==> src/bus_ctrl_pkg.sv <==
`default_nettype none

package bus_ctrl_pkg;

  typedef logic [31:0] word_t;
  typedef logic [31:0] addr_t; // Byte address
  typedef logic [3:0]  be_t;

  // Wait cycles spent in PRE
  typedef logic [3:0] wait_count_t;

  typedef logic [1:0] master_t; // One-hot grant

  localparam int MASTER_CPU = 0;
  localparam int MASTER_VGA = 1;

  typedef enum logic [1:0] {
    IDLE,
    START,
    PRE,
    POST
  } arb_state_t;

endpackage

`default_nettype wire

==> src/bus_map_pkg.sv <==
`default_nettype none

package bus_map_pkg;

  typedef logic [1:0] chip_select_t; // One-hot, one bit per slave

  localparam int CS_RAM       = 0;
  localparam int CS_WAIT_REGS = 1;

  // Internal RAM, 4k words
  localparam logic [31:0] RAM_BASE = 32'h0000_0000;
  localparam logic [31:0] RAM_LAST = 32'h0000_3FFF;
  localparam int          RAM_WORDS = 4096;

  localparam logic [31:0] WAIT_REGS_BASE = 32'h0080_0C00;
  localparam logic [31:0] WAIT_REGS_LAST = 32'h0080_0C07; // Two registers

  localparam int unsigned RAM_WAIT_RESET  = 1;
  localparam int unsigned REGS_WAIT_RESET = 0;

endpackage

`default_nettype wire

==> src/slave_select.sv <==
`timescale 1ns/1ps
`default_nettype none

module slave_select (
  input  bus_ctrl_pkg::addr_t        address,
  input  logic                       bus_active,
  input  bus_ctrl_pkg::word_t        ram_readdata,
  input  bus_ctrl_pkg::word_t        regs_readdata,
  output bus_map_pkg::chip_select_t  chip_select,
  output bus_ctrl_pkg::word_t        readdata
);

  logic in_ram;
  logic in_wait_regs;

  // Offset compare, wraps for addresses below the base
  assign in_ram = (address - bus_map_pkg::RAM_BASE) <=
                  (bus_map_pkg::RAM_LAST - bus_map_pkg::RAM_BASE);
  assign in_wait_regs = (address - bus_map_pkg::WAIT_REGS_BASE) <=
                        (bus_map_pkg::WAIT_REGS_LAST - bus_map_pkg::WAIT_REGS_BASE);

  always_comb begin
    chip_select = '0;
    chip_select[bus_map_pkg::CS_RAM]       = in_ram & bus_active;
    chip_select[bus_map_pkg::CS_WAIT_REGS] = in_wait_regs & bus_active;
  end

  always_comb begin
    if (chip_select[bus_map_pkg::CS_RAM])
      readdata = ram_readdata;
    else if (chip_select[bus_map_pkg::CS_WAIT_REGS])
      readdata = regs_readdata;
    else
      readdata = '0; // Unmapped
  end

endmodule

`default_nettype wire

==> config.mk <==
export PLATFORM = sky130hd
export DESIGN_NAME = slave_select
export DESIGN_NICKNAME = d
export VERILOG_FILES = /design/src/bus_ctrl_pkg.sv /design/src/bus_map_pkg.sv /design/src/slave_select.sv
export SDC_FILE = /design/constraint.sdc
export NUM_CORES = 1
export LEC_CHECK = 0
export BUFFER_PORTS_ARGS = -buffer_cell sky130_fd_sc_hd__buf_2
export CORE_ASPECT_RATIO = 0.9
export CORE_MARGIN = 3
export CORE_UTILIZATION = 30
export DETAILED_ROUTE_END_ITERATION = 10
export PLACE_DENSITY = 0.82
export SETUP_SLACK_MARGIN = 0.15
export SKIP_LAST_GASP = 1
export SYNTH_ARGS = -nofsm -noshare
export SYNTH_HDL_FRONTEND = slang
export SYNTH_SLANG_ARGS = --single-unit
==> constraint.sdc <==
create_clock -name vclk -period 5.45
set_clock_uncertainty 0.1 [all_clocks]
set_input_delay 0.545 -clock vclk [all_inputs]
set_output_delay 0.545 -clock vclk [all_outputs]
set_load 0.01 [all_outputs]
==> out/summary.txt <==
wire per inst: 15.06 um
Pwr per Cell Area: 35.26 nW/um^2
Slew Limit Fails: 0
drt drc: 0
crit-path most repeated cell: buf_2
seq_cells: 0
# setup viols final: 0
CP startpoint kind: primary input
first-pass GRT wire length: 6969 um
Remaining Overflow, GRT: 0
final worst path period share: 68.41%
post-layout min period: 3.728 ns
die area: 4855 um^2
max_cap viols: 0
cell count after placement: 305
Setup WS pre-CTS: 1.724 ns
dpl cell area: 1809 um^2
multi-input logic area: 1089 um^2
Layout Nets: 358
Core Region: 3810 um^2
die height: 66.41 um
max incr delay on CP: 1.14 ns
Crit Path Max Fanout: 33
Row Count: 21
Core Util, Final: 47.49%
fillers: 393
yosys warns: 0
WHS Endpoint: readdata[31]
largest net degree at the start of global routing: 34
initial DRC count: 67
initial antenna violation count: 0
mapped cell area: 1216 um^2
hold path depth: 4
area growth from synthesis to layout: 48.77%
vias in the first global route: 1,540
post-CTS resize count: 0
drt first pass iters: 4
Slowest cell on crit path: or4b_2
GRT Overall Usage: 16.95%
Slew @ Worst Pin: 1.155 ns
Setup WS post-layout: 1.722 ns
min-delay src: ram_readdata[31]
Diodes inserted: 0
RSZ-0062 raised after global routing: no
leak pwr: 0.9007 nW
Routed Antenna Nets: 0
ratio of cells with drive above 1 in the final layout: 64.09%
vias: 1,776
Die X: 73.12 um
CP Capture Type: output port
setup_tns: 0 ns
postcts setup bufs: 0
syn nets: 250
Rel. slew slack: 22.76%
status: complete, no violations
final instance area: 1809 um^2
syn_area_per_cell: 7.949 um^2
Unique masters post-synth: 28
CP top delay family: simple AND/OR/NAND/NOR gates
Buf+Inv Stages, Crit Path: 2
GPL Wtd Cong: 0.7803
sequential share of the synthesized area: 0%
Via density: 5.823
Clock Buffer Count: 0
initial core utilization: 31.92%
Hold WS: 1.294 ns
non-filler cells, final: 305
Hold Buf Count CTS: 0
crit-path cells: buf_2, nor4_4, a31oi_1, or4b_2, o41ai_2, buf_2
Final Power: 0.06380 mW
DRT Wirelength: 4594 um
worst vdd ir: 30.79 uV
Setup CP Type: primary input to output port
Max Clock Freq: 268.2 MHz
class of the worst hold path: primary input to output port
Critical Path RT: 4.81 ns
Port Buf Inserts: 128
final hold violations: 0
Final HPWL DP: 3333 um
register area: 0 um^2
CP Data Arrival Time: 3.08 ns
Synth Instances: 153
I/O pin total: 131
worst max-delay path by stage:
stage | cells after the start | to | start
after floorplan | 6 | readdata[10] | address[16]
after global placement | 6 | readdata[31] | address[16]
after detailed placement | 6 | readdata[7] | address[16]
after CTS | 6 | readdata[7] | address[16]
after global routing | 6 | readdata[14] | address[16]
final | 6 | readdata[5] | address[16]
metal layers:
metal	part of all wire (%)	wire (um)	up-vias	global-route usage, %
met3	8.4	387	2	1.520
met2	50	2311	88	33.26
met4	0.22	10	0	0.2304
li1	-	-	848	-
met5	0	0	-	0
met1	41	1886	838	20.66
where the power goes:
group | leakage [nW] | total, mW | internal, mW | switching [mW]
Sequential | 0 | 0 | 0 | 0
Combinational | 0.901 | 0.0638 | 0.0313 | 0.0325
Clock | 0 | 0 | 0 | 0
Total | 0.901 | 0.0638 | 0.0313 | 0.0325
synth_stat cells (3+ instances only):
master | count | area share [%]
o41ai_1 | 3 | 2.2
clkbuf_1 | 17 | 5.2
buf_2 | 3 | 1.2
nor2_1 | 4 | 1.2
buf_12 | 3 | 4.9
nand3_1 | 33 | 14
nor3_1 | 3 | 1.2
o21ai_0 | 32 | 13
nand4_1 | 3 | 1.5
o41ai_2 | 29 | 39
logic make-up after synthesis:
group                  after synthesis  synth area share [%]
AOI/OAI and AO/OA                   70                 57.61
buffers and inverters               26                 12.96
muxes                                1                0.8231
and+or+nand+nor                     56                 28.60
cells in the final DEF, fill, tap and decap left out, drive strengths merged, types with 2 or more instances in the layout:
cell type	count
nand3	33
nor2	4
o21ai	32
o41ai	32
nor3	3
a31oi	2
inv	2
nor4	4
nand4	3
buf	130
or3b	2
final cells by class:
type	instances	area share, %
Inverter	2	0.4149
Multi-Input combinational cell	127	60.17
Tap cell	46	3.181
Timing Repair Buffer	130	36.24
(Power assumes the default switching activity.)
