File: config.mk
export PLATFORM = sky130hd
export DESIGN_NAME = wait_state_regs
export DESIGN_NICKNAME = d
export VERILOG_FILES = /design/src/bus_ctrl_pkg.sv /design/src/bus_map_pkg.sv /design/src/wait_state_regs.sv
export SDC_FILE = /design/constraint.sdc
export NUM_CORES = 1
export LEC_CHECK = 0
export BUFFER_PORTS_ARGS = -buffer_cell sky130_fd_sc_hd__buf_4
export CAP_MARGIN = 20
export CORE_MARGIN = 1.5
export CORE_UTILIZATION = 25
export DETAILED_ROUTE_END_ITERATION = 10
export GPL_TIMING_DRIVEN = 0
export MAX_ROUTING_LAYER = met4
export PLACE_DENSITY_LB_ADDON = 0.3
export SLEW_MARGIN = 20
export SYNTH_ARGS = -nofsm -noshare
export SYNTH_HDL_FRONTEND = slang
export SYNTH_SLANG_ARGS = --single-unit
File: constraint.sdc
create_clock -name clock -period 0.9 [get_ports clock]
set_input_delay 0.09 -clock clock [delete_from_list [all_inputs] [get_ports clock]]
set_output_delay 0.09 -clock clock [all_outputs]
set_load 0.03 [all_outputs]
File: src/bus_ctrl_pkg.sv
`default_nettype none

package bus_ctrl_pkg;

  typedef logic [31:0] word_t;
  typedef logic [31:0] addr_t; // Byte address
  typedef logic [3:0]  be_t;

  // Wait cycles spent in PRE
  typedef logic [3:0] wait_count_t;

  typedef logic [1:0] master_t; // One-hot grant

  localparam int MASTER_CPU = 0;
  localparam int MASTER_VGA = 1;

  typedef enum logic [1:0] {
    IDLE,
    START,
    PRE,
    POST
  } arb_state_t;

endpackage

`default_nettype wire

File: src/bus_map_pkg.sv
`default_nettype none

package bus_map_pkg;

  typedef logic [1:0] chip_select_t; // One-hot, one bit per slave

  localparam int CS_RAM       = 0;
  localparam int CS_WAIT_REGS = 1;

  // Internal RAM, 4k words
  localparam logic [31:0] RAM_BASE = 32'h0000_0000;
  localparam logic [31:0] RAM_LAST = 32'h0000_3FFF;
  localparam int          RAM_WORDS = 4096;

  localparam logic [31:0] WAIT_REGS_BASE = 32'h0080_0C00;
  localparam logic [31:0] WAIT_REGS_LAST = 32'h0080_0C07; // Two registers

  localparam int unsigned RAM_WAIT_RESET  = 1;
  localparam int unsigned REGS_WAIT_RESET = 0;

endpackage

`default_nettype wire

File: src/wait_state_regs.sv
`timescale 1ns/1ps
`default_nettype none

module wait_state_regs (
  input  logic                       clock,
  input  logic                       reset_n,
  input  bus_ctrl_pkg::addr_t        address,
  input  logic                       write,
  input  logic                       start,
  input  bus_ctrl_pkg::be_t          be,
  input  bus_ctrl_pkg::word_t        writedata,
  input  bus_map_pkg::chip_select_t  chip_select,
  output bus_ctrl_pkg::word_t        readdata,
  output bus_ctrl_pkg::wait_count_t  wait_cycles
);

  bus_ctrl_pkg::wait_count_t wait_reg [2];
  logic                      reg_index;
  logic                      reg_write;

  assign reg_index = address[2]; // Word offset 0 or 4

  // Only the low byte holds the count
  assign reg_write = start & write & chip_select[bus_map_pkg::CS_WAIT_REGS] & be[0];

  always_ff @(posedge clock or negedge reset_n) begin
    if (!reset_n) begin
      wait_reg[0] <= bus_ctrl_pkg::wait_count_t'(bus_map_pkg::RAM_WAIT_RESET);
      wait_reg[1] <= bus_ctrl_pkg::wait_count_t'(bus_map_pkg::REGS_WAIT_RESET);
    end else if (reg_write) begin
      wait_reg[reg_index] <= writedata[3:0];
    end
  end

  always_ff @(posedge clock) begin
    readdata <= {28'b0, wait_reg[reg_index]};
  end

  // RAM uses register 0, everything else register 1
  always_comb begin
    if (chip_select[bus_map_pkg::CS_RAM])
      wait_cycles = wait_reg[0];
    else
      wait_cycles = wait_reg[1];
  end

endmodule

`default_nettype wire
==> summary.md <==
| Metric | Value |
|---|---|
| DP Wirelength | 1.038 mm |
| Synth Cell Area | 721.9 um2 |
| Die H | 56.74 um |
| # IOs | 110 |
| Compound-gate portion of the synthesized area | 0 |
| Crit path launch type | register |
| Max-Cap Viols | 0 |
| Mux contribution to synthesized area | 0.2704 |
| Largest net degree at the start of global routing | 9 |
| Sequential area share after synthesis | 0.3899 |
| Total track usage | 0.09726 |
| Core area | 2758 um2 |
| Hold Crit Class | in -> reg |
| Routed wire length | 1.388 mm |
| Count of state elements after synthesis | 12 |
| Main combinational cell family by area after synthesis | buffers and inverters |
| Clock sink count | 12 |
| Power density cells | 1898 nW/um2 |
| F_max | 850.3 MHz |
| Root Buffer | clkbuf_4 |
| Final setup fails | 4 |
| Aggregate global routing overflow | 0 |
| Distinct cells, synth | 12 |
| Vias per inst | 3.409 |
| Pwr Total | 2133 uW |
| WP data arrival | 1.09 ns |
| Synth warn | 0 |
| First-pass GRT wire length | 2.214 mm |
| ANT cells | 0 |
| Vias in the first global route | 478 |
| Synth Area in Simple Gates | 0.02253 |
| Commonest non-fill, non-tap cell in the layout | buf_4 |
| Max-slew violation count | 0 |
| Failing checks | negative setup slack |
| Placed Area | 1005 um2 |
| Clock-pin slew on the worst setup and hold paths | 0.08 ns |
| Initial DRC Count | 6 |
| TritonCTS clock tree | built |
| Crit. End Element | output pin |
| Tcrit/Tclk final | 1.307 |
| Core Rows | 19 |
| Syn_area_per_cell | 11.64 um2 |
| # DRC | 0 |
| Critical path class | reg -> out |
| Layout area overhead | 55.63% |
| PortBufs | 19 |
| Htree depth | 1 |
| Leakage | 0.0006416 uW |
| Max FFs per register | 8 |
| RePlAce Congestion | 0.6915 |
| Most frequent cells in the layout | 46 x buf_4, 28 x conb_1, 10 x mux2_4, 7 x buf_6, 7 x dfrtp_1 |
| Setup ws final | -0.2761 ns |
| RSZ-0062 raised after global routing | true |
| Drt first pass iters | 4 |
| Fin Clk Skew | 0.0002400 ns |
| Fin util | 0.4074 |
| Pre-CTS WS | -0.1898 ns |
| Post-synthesis cell count | 62 |
| CP Max Fanout | 3 |
| Post-Synth Adder-Cell Area | 0 |
| Final Hold Viols | 0 |
| Fin area | 1124 um2 |
| Detail Route Antenna Nets | 0 |
| WHS | 0.05269 ns |
| Final net count | 193 |
| Via count | 508 |
| Initial Utilization | 0.2618 |
| Post-Synth XOR/XNOR Area | 0 |
| Clock latency on the worst-skew pair | 0.27 ns |
| Longest Clk Path Bufs | 2 |
| Initial antenna violation count | 0 |
| Worst VDD drop | 1.108 mV |
| Run status | complete, but fails checks |
| Routed len/inst | 9.315 um |
| CTS Buf Count | 3 |
| Worst path required time | 0.81 ns |
| Fin crit period | 1.176 ns |
| Share of cells above drive strength 1 | 0.6271 |
| Die X | 56.74 um |
| DIE AREA | 3219 um2 |
==> cell families (layout without fill, tap and decap cells) <==
| family | count (synthesis) | after routing |
|---|---|---|
| other | 1 | 28 |
| and+or+nand+nor | 3 | 3 |
| DFF | 12 | 12 |
| buffers and inverters | 30 | 59 |
| muxes | 16 | 16 |
==> area by class of cell <==
type | instances | area (um2)
Fill cell | 276 | 1634
Multi-Input combinational cell | 47 | 339.1
Sequential cell | 12 | 281.5
Buffer | 29 | 221.5
Timing Repair Buffer | 25 | 212.7
Tap cell | 31 | 38.79
Clock buffer | 4 | 26.28
Inverter | 1 | 3.754
==> stage by stage <==
step	setup TNS, ns	cells
6_report	-1.078	149
5_1_grt	-1.250	149
4_1_cts	-1.101	149
3_5_place_dp	-1.341	139
3_3_place_gp	-1.258	139
2_1_floorplan	-0.1282	89
==> cells in the mapped netlist <==
master / count / area [um2]
conb_1: 1 / 3.750
mux2_4: 4 / 60.06
dfstp_2: 1 / 26.28
nand4_1: 1 / 6.260
dfxtp_1: 4 / 80.08
buf_4: 28 / 210.2
buf_6: 1 / 11.26
mux2_2: 12 / 135.1
or2_1: 1 / 6.260
inv_2: 1 / 3.750
nor2_1: 1 / 3.750
dfrtp_1: 7 / 175.2
==> path summary, 6_finish.rpt <==
check,startpoint,endpoint,slack (ns),cells after the start
worst min register to register,wait_reg[7],readdata[3],0.53,1
max in group asynchronous,reset_n,wait_reg[4],0.51,2
worst max-delay path,wait_reg[3],wait_cycles[3],-0.28,2
min in group asynchronous,reset_n,wait_reg[5],0.17,2
worst min-delay path,writedata[2],wait_reg[6],0.05,2
worst max register to register,wait_reg[6],wait_reg[6],0.01,2
==> where the power goes <==
| part | leakage [uW] | switching [uW] | internal (uW) |
|---|---|---|---|
| clock network | 0.0000150 | 179 | 172 |
| logic | 0.000497 | 507 | 531 |
| registers | 0.000130 | 68.1 | 676 |
==> timing repair <==
action	in CTS	in global routing
gates resized for setup	6	6
endpoints found under the hold margin	8	0
hold buffers	1	0
setup buffers	5	2
setup endpoints to repair	4	10
==> per-layer routing <==
layer	routed length, um	vias up	track usage
li1	-	259	-
met2	619	30	0.1645
met3	153	2	0.05300
met4	8	0	0.01993
met1	608	217	0.1001
met5	0	-	-
==> critical path: stages (launching register included) <==
cell and delay [ns]:
dfrtp_1 0.39, mux2_4 0.28, buf_6 0.14
Power figures use the tool's default switching activity.
