### src/bus_ctrl_pkg.sv
`default_nettype none

package bus_ctrl_pkg;

  typedef logic [31:0] word_t;
  typedef logic [31:0] addr_t; // Byte address
  typedef logic [3:0]  be_t;

  // Wait cycles spent in PRE
  typedef logic [3:0] wait_count_t;

  typedef logic [1:0] master_t; // One-hot grant

  localparam int MASTER_CPU = 0;
  localparam int MASTER_VGA = 1;

  typedef enum logic [1:0] {
    IDLE,
    START,
    PRE,
    POST
  } arb_state_t;

endpackage

`default_nettype wire

### src/bus_arbiter.sv
`timescale 1ns/1ps
`default_nettype none

module bus_arbiter (
  input  logic                      clock,
  input  logic                      reset_n,
  input  bus_ctrl_pkg::addr_t       cpu_address,
  input  logic                      cpu_read,
  input  logic                      cpu_write,
  input  bus_ctrl_pkg::be_t         cpu_be,
  input  bus_ctrl_pkg::word_t       cpu_writedata,
  input  bus_ctrl_pkg::addr_t       vga_address,
  input  logic                      vga_read,
  input  bus_ctrl_pkg::wait_count_t wait_cycles,
  output bus_ctrl_pkg::addr_t       address,
  output logic                      read,
  output logic                      write,
  output bus_ctrl_pkg::be_t         be,
  output bus_ctrl_pkg::word_t       writedata,
  output logic                      start,
  output logic                      bus_active,
  output logic                      cpu_wait,
  output logic                      vga_wait
);

  bus_ctrl_pkg::arb_state_t  state, state_next;
  bus_ctrl_pkg::master_t     grant, grant_next;
  bus_ctrl_pkg::wait_count_t delay, delay_next;
  logic                      cpu_request;
  logic                      granted_request;

  assign cpu_request = cpu_read | cpu_write;

  // Granted master still holds its request
  assign granted_request = (grant[bus_ctrl_pkg::MASTER_CPU] & cpu_request) |
                           (grant[bus_ctrl_pkg::MASTER_VGA] & vga_read);

  always_comb begin
    address   = '0;
    read      = 1'b0;
    write     = 1'b0;
    be        = '0;
    writedata = '0;
    if (grant[bus_ctrl_pkg::MASTER_CPU]) begin
      address   = cpu_address;
      read      = cpu_read;
      write     = cpu_write;
      be        = cpu_be;
      writedata = cpu_writedata;
    end else if (grant[bus_ctrl_pkg::MASTER_VGA]) begin
      address = vga_address;
      read    = vga_read;
      be      = '1; // Display always fetches whole words
    end
  end

  assign start      = (state == bus_ctrl_pkg::START);
  assign bus_active = (state != bus_ctrl_pkg::IDLE);
  assign cpu_wait   = grant[bus_ctrl_pkg::MASTER_CPU] ? (state != bus_ctrl_pkg::POST) : 1'b1;
  assign vga_wait   = grant[bus_ctrl_pkg::MASTER_VGA] ? (state != bus_ctrl_pkg::POST) : 1'b1;

  always_ff @(posedge clock or negedge reset_n) begin
    if (!reset_n) begin
      state <= bus_ctrl_pkg::IDLE;
      grant <= '0;
      delay <= '0;
    end else begin
      state <= state_next;
      grant <= grant_next;
      delay <= delay_next;
    end
  end

  always_comb begin
    state_next = state;
    grant_next = grant;
    delay_next = delay;
    case (state)
      bus_ctrl_pkg::IDLE: begin
        if (cpu_request) begin // CPU has priority
          grant_next = '0;
          grant_next[bus_ctrl_pkg::MASTER_CPU] = 1'b1;
          state_next = bus_ctrl_pkg::START;
        end else if (vga_read) begin
          grant_next = '0;
          grant_next[bus_ctrl_pkg::MASTER_VGA] = 1'b1;
          state_next = bus_ctrl_pkg::START;
        end
      end
      bus_ctrl_pkg::START: begin
        if (granted_request) begin
          delay_next = wait_cycles; // Region's wait count, sampled once
          state_next = bus_ctrl_pkg::PRE;
        end else begin
          grant_next = '0;
          state_next = bus_ctrl_pkg::IDLE;
        end
      end
      bus_ctrl_pkg::PRE: begin
        if (!granted_request) begin // Aborted by master
          delay_next = '0;
          grant_next = '0;
          state_next = bus_ctrl_pkg::IDLE;
        end else if (delay == '0) begin
          state_next = bus_ctrl_pkg::POST;
        end else begin
          delay_next = delay - bus_ctrl_pkg::wait_count_t'(1);
        end
      end
      bus_ctrl_pkg::POST: begin
        if (!granted_request) begin
          grant_next = '0;
          state_next = bus_ctrl_pkg::IDLE;
        end
      end
      default: begin
        grant_next = '0;
        state_next = bus_ctrl_pkg::IDLE;
      end
    endcase
  end

endmodule

`default_nettype wire

### config.mk
export PLATFORM = sky130hd
export DESIGN_NAME = bus_arbiter
export DESIGN_NICKNAME = d
export VERILOG_FILES = /design/src/bus_ctrl_pkg.sv /design/src/bus_arbiter.sv
export SDC_FILE = /design/constraint.sdc
export NUM_CORES = 1
export LEC_CHECK = 0
export ABC_AREA = 0
export BUFFER_PORTS_ARGS = -buffer_cell sky130_fd_sc_hd__buf_2
export CAP_MARGIN = 5
export CORE_AREA = 2 2 70 72
export CTS_CLUSTER_DIAMETER = 120
export DETAILED_ROUTE_END_ITERATION = 10
export DIE_AREA = 0 0 72 74
export PLACE_DENSITY = 0.8
export SLEW_MARGIN = 20
export SYNTH_ARGS = -nofsm -noshare
export SYNTH_HDL_FRONTEND = slang
export SYNTH_SLANG_ARGS = --single-unit
### constraint.sdc
create_clock -name clock -period 3.2 [get_ports clock]
set_input_delay 0.32 -clock clock [delete_from_list [all_inputs] [get_ports clock]]
set_output_delay 0.32 -clock clock [all_outputs]
set_load 0.02 [all_outputs]
==> flow_summary.ini, run 1 <==
[floorplanning]
ios = 183
rows = 25
die_w_um = 72
initial_core_util_pct = 26.07
fp.dieH_um = 74
dieArea_um2 = 5328
fp.coreArea_um2 = 4598

[global_route]
grt.busiest_layer = met2
use_met2_pct = 29.73
grt_pass1_wl_um = 7403
met3_usage_pct = 3.930
grt_usage_pct = 17.40
antenna_found_initial = 1
met1_usage_pct = 22.84
grt_pass1_vias = 1540
grt_max_degree = 52
grt-ovfl-total = 0

[sta]
rsz0062_at_grt = false
max_slew.worst_pin.slew_ns = 0.4102
timing.final.crit_share_pct = 62.14
finalSetupViolCount = 0
fin_hold_ws_ns = 0.3936
finalHoldViolations = 0
fmax_mhz = 502.9
relSlewSlack_pct = 72.65
maxSlewViolCount = 0
period_minus_slack_ns = 1.988
tns_ns = 0
final.setup_skew_ns = 0.004768

[place]
gp_congestion = 0.9129
dp_hpwl_um = 4528
port_buffers = 182
placed_area_um2 = 2147

[worst_setup_path]
required_ns = 2.88
end_kind = output pin
r2r-start = state[0]$_DFFE_PN0P_
cpMaxStageDelayCell = dfrtp_2
cp_max_fo = 51
crit_buf_inv = 2
reg2reg_depth = 6
criticalPathCategory = reg2out
critical-path-max-stage-delay_ns = 0.60
path_delay_family = buffers and inverters
rrSetupSlack_ns = 1.48
crit_path_start_kind = flip-flop
worst_r2r_endpoint = state[0]$_DFFE_PN0P_
worstPathCellList = buf_4 > a22o_1 > buf_2
critPathArrivalTime_ns = 1.67

[logic_synthesis]
synthesis.nets = 265
syn-instance-count = 150
synth_cell_types = 33
synth.top_cell.area_share_pct = 24.11
synth_top_cell_by_area = a22o_1
async_reset_ff_share_pct = 100.0
syn_area_per_cell_um2 = 7.991
synth_edf_count = 0
synth-seq-cells = 8
syn_area_um2 = 1199
ys_seq_area_share_pct = 16.70
ys_warn_count = 0
yosys-top-cells-area = a22o_1 24%, and2_1 17%, dfrtp_1 17%, ha_1 6.3%, inv_1 3.4%
ys.flop_type = dfrtp_1

[clock_network]
clk_pin_slew_ns = 0.05
clk_latency_ns = 0.23
cts_num_sinks = 8
cts_setup_buffers = 0
cts_inserted_buffers = 3
cts_tree = built
cts-root-buf = clkbuf_8
htree_levels = 1
cts_buffer_depth = 2

[cells_and_area]
insertedDiodeCount = 0
syn_to_final_growth_pct = 83.72
stdcell_area_um2 = 2202
multiInputGateArea_um2 = 910.9
layout.nets = 444
fill_cells = 440
layout_commonest_cell = buf_2
final_cell_mix = 182 x buf_2, 33 x a22o_1, 33 x and2_1
drive_gt1_share_pct = 60.06
seqCellArea_um2 = 201.4

[status]
status = finished, final reports clean

[drt]
drcViolationCount = 0
num_vias = 1801
avgViaCountPerCell = 4.715
dr.pass1.iters = 4
drt-initial-drc-count = 37
wl_per_cell_um = 13.88
wl_um = 5303
drtAntennaViolNets = 0

[power_and_ir_drop]
p_total_mw = 1.935
peakVddDrop_v = 0.0004706
p_leak_nw = 1.337
powerDensity_nw_per_um2 = 878.7

[worst_hold_path]
min_path_type = in2reg
hold_path_end = grant[1]$_DFFE_PN0P_
min_from = vga_read
holdPathStages = 3

[flow_run]
max_cap_viol_count = 0
-- worst register-to-register path: cells and delay by family (launching register included) --
kind	cells	cell delay, ns
AND/OR/NAND/NOR	1	0.48
flip-flops	1	0.41
AO/OA/AOI/OAI	3	0.36
adder cells (fa/ha/maj)	1	0.21
buffers and inverters	1	0.13
-- power breakdown --
group	total, mW	switching, mW	leakage (nW)	internal (mW)
combinational	1.57	0.951	1.22	0.624
sequential	0.230	0.0755	0.0974	0.154
clock	0.131	0.0439	0.0228	0.0867
-- how the worst max path moves through the flow --
stage | endpoint | slack (ns) | depth (start not counted) | start
2_1_floorplan | state[0]$_DFFE_PN0P_ | 1.62 | 6 | state[0]$_DFFE_PN0P_
3_3_place_gp | address[14] | 1.48 | 3 | grant[0]$_DFFE_PN0P_
3_5_place_dp | address[31] | 1.45 | 3 | grant[0]$_DFFE_PN0P_
4_1_cts | address[31] | 1.20 | 3 | grant[0]$_DFFE_PN0P_
5_1_grt | address[27] | 1.07 | 3 | grant[0]$_DFFE_PN0P_
6_report | address[0] | 1.21 | 3 | grant[0]$_DFFE_PN0P_
-- stage by stage --
stage | setup WS [ns] | cells | utilization, %
floorplan | 1.623 | 150 | -
global placement | 1.484 | 377 | 46.69
detailed placement | 1.452 | 377 | 46.69
CTS | 1.200 | 382 | 47.89
global route | 1.066 | 382 | 47.89
finish | 1.212 | 382 | 47.89
-- state kept, by name, indices dropped and copies added (netlist names) --
register,flops
delay,4
state,2
grant,2
-- synth_stat cells (2+ instances only) --
cell and number:
dfrtp_1 8, a21o_1 5, inv_1 11, nor2b_1 2, nor2_1 3, o21ai_0 7, nand2_1 6, a22o_1 33
a21oi_1 2, clkbuf_1 6, mux2i_1 4, buf_2 4, and2_1 33, ha_1 6, o21a_1 2
-- cells by family after synthesis --
group / Yosys count / synth area share (%)
multiplexers: 4 / 3.340
flip-flops: 8 / 16.70
buffers and inverters: 22 / 7.307
adder cells (fa/ha/maj): 6 / 6.263
AND/OR/NAND/NOR: 49 / 24.22
AO/OA/AOI/OAI: 61 / 42.17
-- routing by layer --
| metal | wire, um | part of all wire (%) |
|---|---|---|
| met1 | 2126 | 40 |
| met2 | 2711 | 51 |
| met3 | 440 | 8.3 |
| met4 | 12 | 0.23 |
| met5 | 11 | 0.21 |
-- layout make-up --
cell class,instances,area share (%)
inverters,11,1.875
repair buffers,185,42.50
multi-input cells,120,41.36
well taps,54,3.068
clock buffers,4,2.045
flip-flops and latches,8,9.148
-- timing repair --
action / 4_1_cts / 5_1_grt
gates resized for setup: 0 / 0
endpoints found under the hold margin: 8 / 0
hold buffers: 1 / 0
(Power assumes the default switching activity.)
==> run 2: changes to the inputs <==
--- a/config.mk
+++ b/config.mk
@@ -8,11 +8,11 @@
 export ABC_AREA = 0
 export BUFFER_PORTS_ARGS = -buffer_cell sky130_fd_sc_hd__buf_2
 export CAP_MARGIN = 5
-export CORE_AREA = 2 2 70 72
+export CORE_AREA = 2 2 71 73
 export CTS_CLUSTER_DIAMETER = 120
 export DETAILED_ROUTE_END_ITERATION = 10
-export DIE_AREA = 0 0 72 74
-export PLACE_DENSITY = 0.8
+export DIE_AREA = 0 0 73 75
+export PLACE_DENSITY = 0.78
 export SLEW_MARGIN = 20
 export SYNTH_ARGS = -nofsm -noshare
 export SYNTH_HDL_FRONTEND = slang
==> constraint.sdc (replaced) <==
create_clock -name clock -period 1.9 [get_ports clock]
set_input_delay 0.19 -clock clock [delete_from_list [all_inputs] [get_ports clock]]
set_output_delay 0.19 -clock clock [all_outputs]
set_load 0.02 [all_outputs]
==> flow_summary.ini, run 2 (synthesized netlist as in run 1, its figures left out) <==
[cells_and_area]
syn_to_final_growth_pct = 84.76
top_regs = delay (4), grant (2), state (2)
drive_gt1_share_pct = 60.18
largest_register_ffs = 4
regMostFlops = delay
layout_commonest_cell = buf_2
final_cell_mix = 182 x buf_2, 33 x a22o_1, 33 x and2_1
stdcell_area_um2 = 2215
layout.nets = 445

[sta]
maxSlewViolCount = 0
period_minus_slack_ns = 1.761
timing.final.crit_share_pct = 92.68
final.setup_skew_ns = 0.001978
max_slew.worst_pin.slew_ns = 0.3811
fmax_mhz = 567.9
finalHoldViolations = 0
worst_slack_ns = 0.1391
tns_ns = 0
finalSetupViolCount = 0
rsz0062_at_grt = false
relSlewSlack_pct = 74.59
fin_hold_ws_ns = 0.2536

[clock_network]
cts_buffer_depth = 2
cts_inserted_buffers = 3
ctsResizeCount = 0
cts-root-buf = clkbuf_8
cts_setup_buffers = 0
holdBufCountCts = 1
cts_num_sinks = 8
cts_tree = built
htree_levels = 1
clk_pin_slew_ns = 0.05
clk_latency_ns = 0.24

[floorplanning]
dieArea_um2 = 5475
ios = 183
rows = 25
fp.dieH_um = 75
initial_core_util_pct = 25.72
fp.coreArea_um2 = 4661
die_w_um = 73

[drt]
avgViaCountPerCell = 4.803
dr.pass1.iters = 4
drt-initial-drc-count = 61
num_vias = 1849
wl_um = 5747
drcViolationCount = 0
wl_per_cell_um = 14.93
drtAntennaViolNets = 0

[worst_setup_path]
critical-path-max-stage-delay_ns = 0.47
critical_path.startpoint = grant[0]$_DFFE_PN0P_
crit_path_start_kind = flip-flop
worst_r2r_endpoint = state[0]$_DFFE_PN0P_
cp_max_fo = 36
reg2reg_depth = 6
rrSetupSlack_ns = 0.19
required_ns = 1.71
end_kind = output pin
endpoint = address[24]
worstPathCellList = nor2_2 > buf_4 > a22o_1 > buf_2
cpMaxStageDelayCell = dfrtp_2
r2r-start = state[0]$_DFFE_PN0P_
criticalPathCategory = reg2out
critPathArrivalTime_ns = 1.57

[global_route]
antenna_found_initial = 3
grt_usage_pct = 17.42
grt_max_degree = 43
grt_pass1_wl_um = 7562
grt_pass1_vias = 1557
grt-ovfl-total = 0

[power_and_ir_drop]
clkPwrFrac_pct = 6.8
powerDensity_nw_per_um2 = 1508
combPwrFrac_pct = 82.5
sequentialPowerShare_pct = 10.7
p_int_mw = 1.476
p_leak_nw = 1.342
peakVddDrop_v = 0.0008428
p_total_mw = 3.339
swShare_pct = 55.79
power_switching_mw = 1.863

[place]
gp_congestion = 0.9489
place_ws_ns = 0.2300
placed_area_um2 = 2155
dp_hpwl_um = 4815
port_buffers = 182

[worst_hold_path]
min_path_type = in2reg

[status]
status = finished, final reports clean

[flow_run]
max_cap_viol_count = 0
==> run 2: cell count changes in the layout (fill, tap and decap cells not counted) <==
| cell | change |
|---|---|
| buf_4 | +1 |
| diode_2 | +2 |
==> run 2: through the flow <==
step / util [%] / std cells
floorplan: - / 150
global placement: 46.23 / 378
detailed placement: 46.23 / 378
CTS: 47.41 / 383
global route: 47.46 / 384
finish: 47.52 / 385
==> run 2: power by group through the flow <==
stage / Combinational, mW / Clock (mW) / Sequential [mW]
after floorplan: 1.94 / 0 / 0.316
after global placement: 2.70 / 0 / 0.347
after detailed placement: 2.74 / 0 / 0.353
after CTS: 2.76 / 0.230 / 0.352
after global routing: 2.97 / 0.242 / 0.366
final: 2.76 / 0.227 / 0.356
==> run 2: final cells by class <==
class | count | area (um^2)
repair buffers | 186 | 943.4
fillers | 460 | 2446
well taps | 54 | 67.56
multi-input cells | 120 | 910.9
inverters | 11 | 41.29
diodes | 2 | 5.005
flip-flops and latches | 8 | 201.4
clock buffers | 4 | 45.04
==> run 2: how the worst min path moves through the flow <==
stage	start	to	slack [ns]	cells after the start
final	wait_cycles[2]	delay[2]$_DFFE_PN0P_	0.25	3
after detailed placement	reset_n	state[1]$_DFFE_PN0P_	0.05	1
after CTS	wait_cycles[2]	delay[2]$_DFFE_PN0P_	0.25	3
after global routing	vga_read	grant[1]$_DFFE_PN0P_	0.28	3
after global placement	reset_n	state[0]$_DFFE_PN0P_	0.05	1
after floorplan	reset_n	delay[0]$_DFFE_PN0P_	-0.11	0
==> run 2: worst max-delay path: cells and delay by family, from the launching register on <==
family / cells / cell delay (ns)
DFF: 1 / 0.47
buffers and inverters: 2 / 0.51
and+or+nand+nor: 1 / 0.13
AOI/OAI and AO/OA: 1 / 0.22
==> run 2: per-layer routing <==
layer,vias to the layer above,GRT usage [%],part of all wire (%),wire length [um]
met4,2,2.469,0.33,19
met5,-,0,0.23,13
li1,908,-,-,-
met2,110,27.63,47,2680
met1,825,23.54,42,2387
met3,4,5.890,11,646
==> run 3: changes to the inputs <==
--- a/config.mk
+++ b/config.mk
@@ -8,11 +8,14 @@
 export ABC_AREA = 0
 export BUFFER_PORTS_ARGS = -buffer_cell sky130_fd_sc_hd__buf_2
 export CAP_MARGIN = 5
-export CORE_AREA = 2 2 71 73
+export CORE_ASPECT_RATIO = 1.1
+export CORE_MARGIN = 4
+export CORE_UTILIZATION = 30
 export CTS_CLUSTER_DIAMETER = 120
 export DETAILED_ROUTE_END_ITERATION = 10
-export DIE_AREA = 0 0 73 75
-export PLACE_DENSITY = 0.78
+export PLACE_DENSITY = 0.89
+export RECOVER_POWER = 50
+export SETUP_SLACK_MARGIN = 0.3
 export SLEW_MARGIN = 20
 export SYNTH_ARGS = -nofsm -noshare
 export SYNTH_HDL_FRONTEND = slang
==> flow_summary.ini, run 3 (synthesized netlist as in run 1, its figures left out) <==
[floorplanning]
fp.coreArea_um2 = 3741
die_w_um = 68.27
rows = 23
fp.dieH_um = 74.30
initial_core_util_pct = 32.04
ios = 183
dieArea_um2 = 5072

[drt]
drt-initial-drc-count = 72
avgViaCountPerCell = 4.923
num_vias = 1920
dr.pass1.iters = 4
drtAntennaViolNets = 0
wl_um = 6401
wl_per_cell_um = 16.41
drcViolationCount = 0

[clock_network]
cts_buffer_depth = 2
cts_tree = built
cts_inserted_buffers = 3
htree_levels = 1
clk_latency_ns = 0.24
clk_pin_slew_ns = 0.05
cts-root-buf = clkbuf_8
cts_num_sinks = 8

[cells_and_area]
layout_commonest_cell = buf_2
syn_to_final_growth_pct = 98.64
top_regs = delay (4), grant (2), state (2)
layout.nets = 455
final_cell_mix = 145 x buf_2, 33 x a22o_1, 33 x and2_1
regMostFlops = delay
drive_gt1_share_pct = 56.93
largest_register_ffs = 4

[sta]
tns_ns = 0
rsz0062_at_grt = true
period_minus_slack_ns = 1.720
final.setup_skew_ns = 0.005167
timing.final.crit_share_pct = 90.50
finalHoldViolations = 0
relSlewSlack_pct = 67.38
worst_slack_ns = 0.1804
fmax_mhz = 581.5
maxSlewViolCount = 0
finalSetupViolCount = 0
max_slew.worst_pin.slew_ns = 0.4892

[power_and_ir_drop]
p_total_mw = 3.790
p_leak_nw = 1.341
peakVddDrop_v = 0.0008863
powerDensity_nw_per_um2 = 1592

[worst_hold_path]
min_from = vga_read
holdPathStages = 3
hold_path_end = grant[1]$_DFFE_PN0P_
min_path_type = in2reg

[worst_setup_path]
criticalPathCategory = reg2out
critPathArrivalTime_ns = 1.53
required_ns = 1.71
crit_path_start_kind = flip-flop
rrSetupSlack_ns = 0.23
reg2reg_depth = 6
r2r-start = grant[0]$_DFFE_PN0P_
worst_r2r_endpoint = delay[3]$_DFFE_PN0P_
end_kind = output pin
cp_max_fo = 20

[status]
status = finished, final reports clean

[global_route]
grt_max_degree = 42
antenna_found_initial = 1
grt-ovfl-total = 0
grt_usage_pct = 21.79
grt_pass1_wl_um = 8493
grt_pass1_vias = 1732

[place]
port_buffers = 182
dp_hpwl_um = 4850
gp_congestion = 0.9197
place_ws_ns = 0.2124

[flow_run]
max_cap_viol_count = 0
run 3: cell types whose count changed in the layout (fill, tap and decap cells not counted), moves of 2 or more:
cell / before / now
buf_2: 182 / 145
buf_4: 3 / 25
clkbuf_1: 1 / 22
ha_1: 6 / 2
ha_2: 0 / 3
inv_1: 11 / 9
inv_2: 0 / 2
run 3: layer usage:
metal / global-route usage [%] / share of wire, % / vias to the layer above / wire [um]
met3: 3.172 / 9.7 / 8 / 623
met1: 25.39 / 34 / 877 / 2201
met4: 5.519 / 1.6 / 0 / 102
met5: 0 / 0 / - / 0
met2: 40.90 / 54 / 106 / 3475
li1: - / - / 929 / -
run 3: what timing repair did:
| action | 4_1_cts | 5_1_grt |
|---|---|---|
| endpoints found under the setup margin | 65 | 45 |
| hold endpoints to repair | 8 | 0 |
| gates cloned | 1 | 0 |
| pin swaps | 1 | 4 |
| buffers inserted | 8 | 1 |
| hold buffers | 1 | 0 |
| resized for setup | 6 | 27 |
run 3: area by class of cell:
| class | instances | area (um^2) |
|---|---|---|
| Timing Repair Buffer | 196 | 1081 |
| Fill cell | 354 | 1360 |
| Clock buffer | 4 | 45.04 |
| Antenna cell | 1 | 2.502 |
| Inverter | 11 | 41.29 |
| Tap cell | 50 | 62.56 |
| Multi-Input combinational cell | 120 | 948.4 |
| Sequential cell | 8 | 200.2 |
run 3: worst max path at each step:
stage	startpoint	to	slack, ns
after global routing	grant[0]$_DFFE_PN0P_	writedata[15]	0.12
after global placement	state[0]$_DFFE_PN0P_	state[0]$_DFFE_PN0P_	0.27
after detailed placement	state[1]$_DFFE_PN0P_	state[0]$_DFFE_PN0P_	0.21
after CTS	state[0]$_DFFE_PN0P_	state[0]$_DFFE_PN0P_	0.29
final	grant[0]$_DFFE_PN0P_	writedata[27]	0.18
after floorplan	state[0]$_DFFE_PN0P_	state[0]$_DFFE_PN0P_	0.32
run 3: critical path, cell delays in order (launching register included):
cell      delay (ns)
dfrtp_1         0.42
clkbuf_1        0.26
buf_6           0.22
and2_1          0.15
clkbuf_1        0.24
run 3: where the power goes:
group          switching [mW]  leakage [nW]  internal, mW
Clock                  0.0820        0.0228         0.147
Combinational            1.87          1.22          1.36
Sequential             0.0690        0.0985         0.258
run 3: metrics by stage:
| stage | util, % | area [um^2] | instances | hold slack, ns |
|---|---|---|---|---|
| global placement | 57.79 | 2162 | 374 | 0.04792 |
| CTS | 62.31 | 2331 | 388 | 0.2641 |
| detailed placement | 57.79 | 2162 | 374 | 0.04929 |
| global route | 63.65 | 2381 | 390 | 0.2888 |
| finish | 63.65 | 2381 | 390 | 0.2565 |
| floorplan | - | 1199 | 150 | -0.1056 |
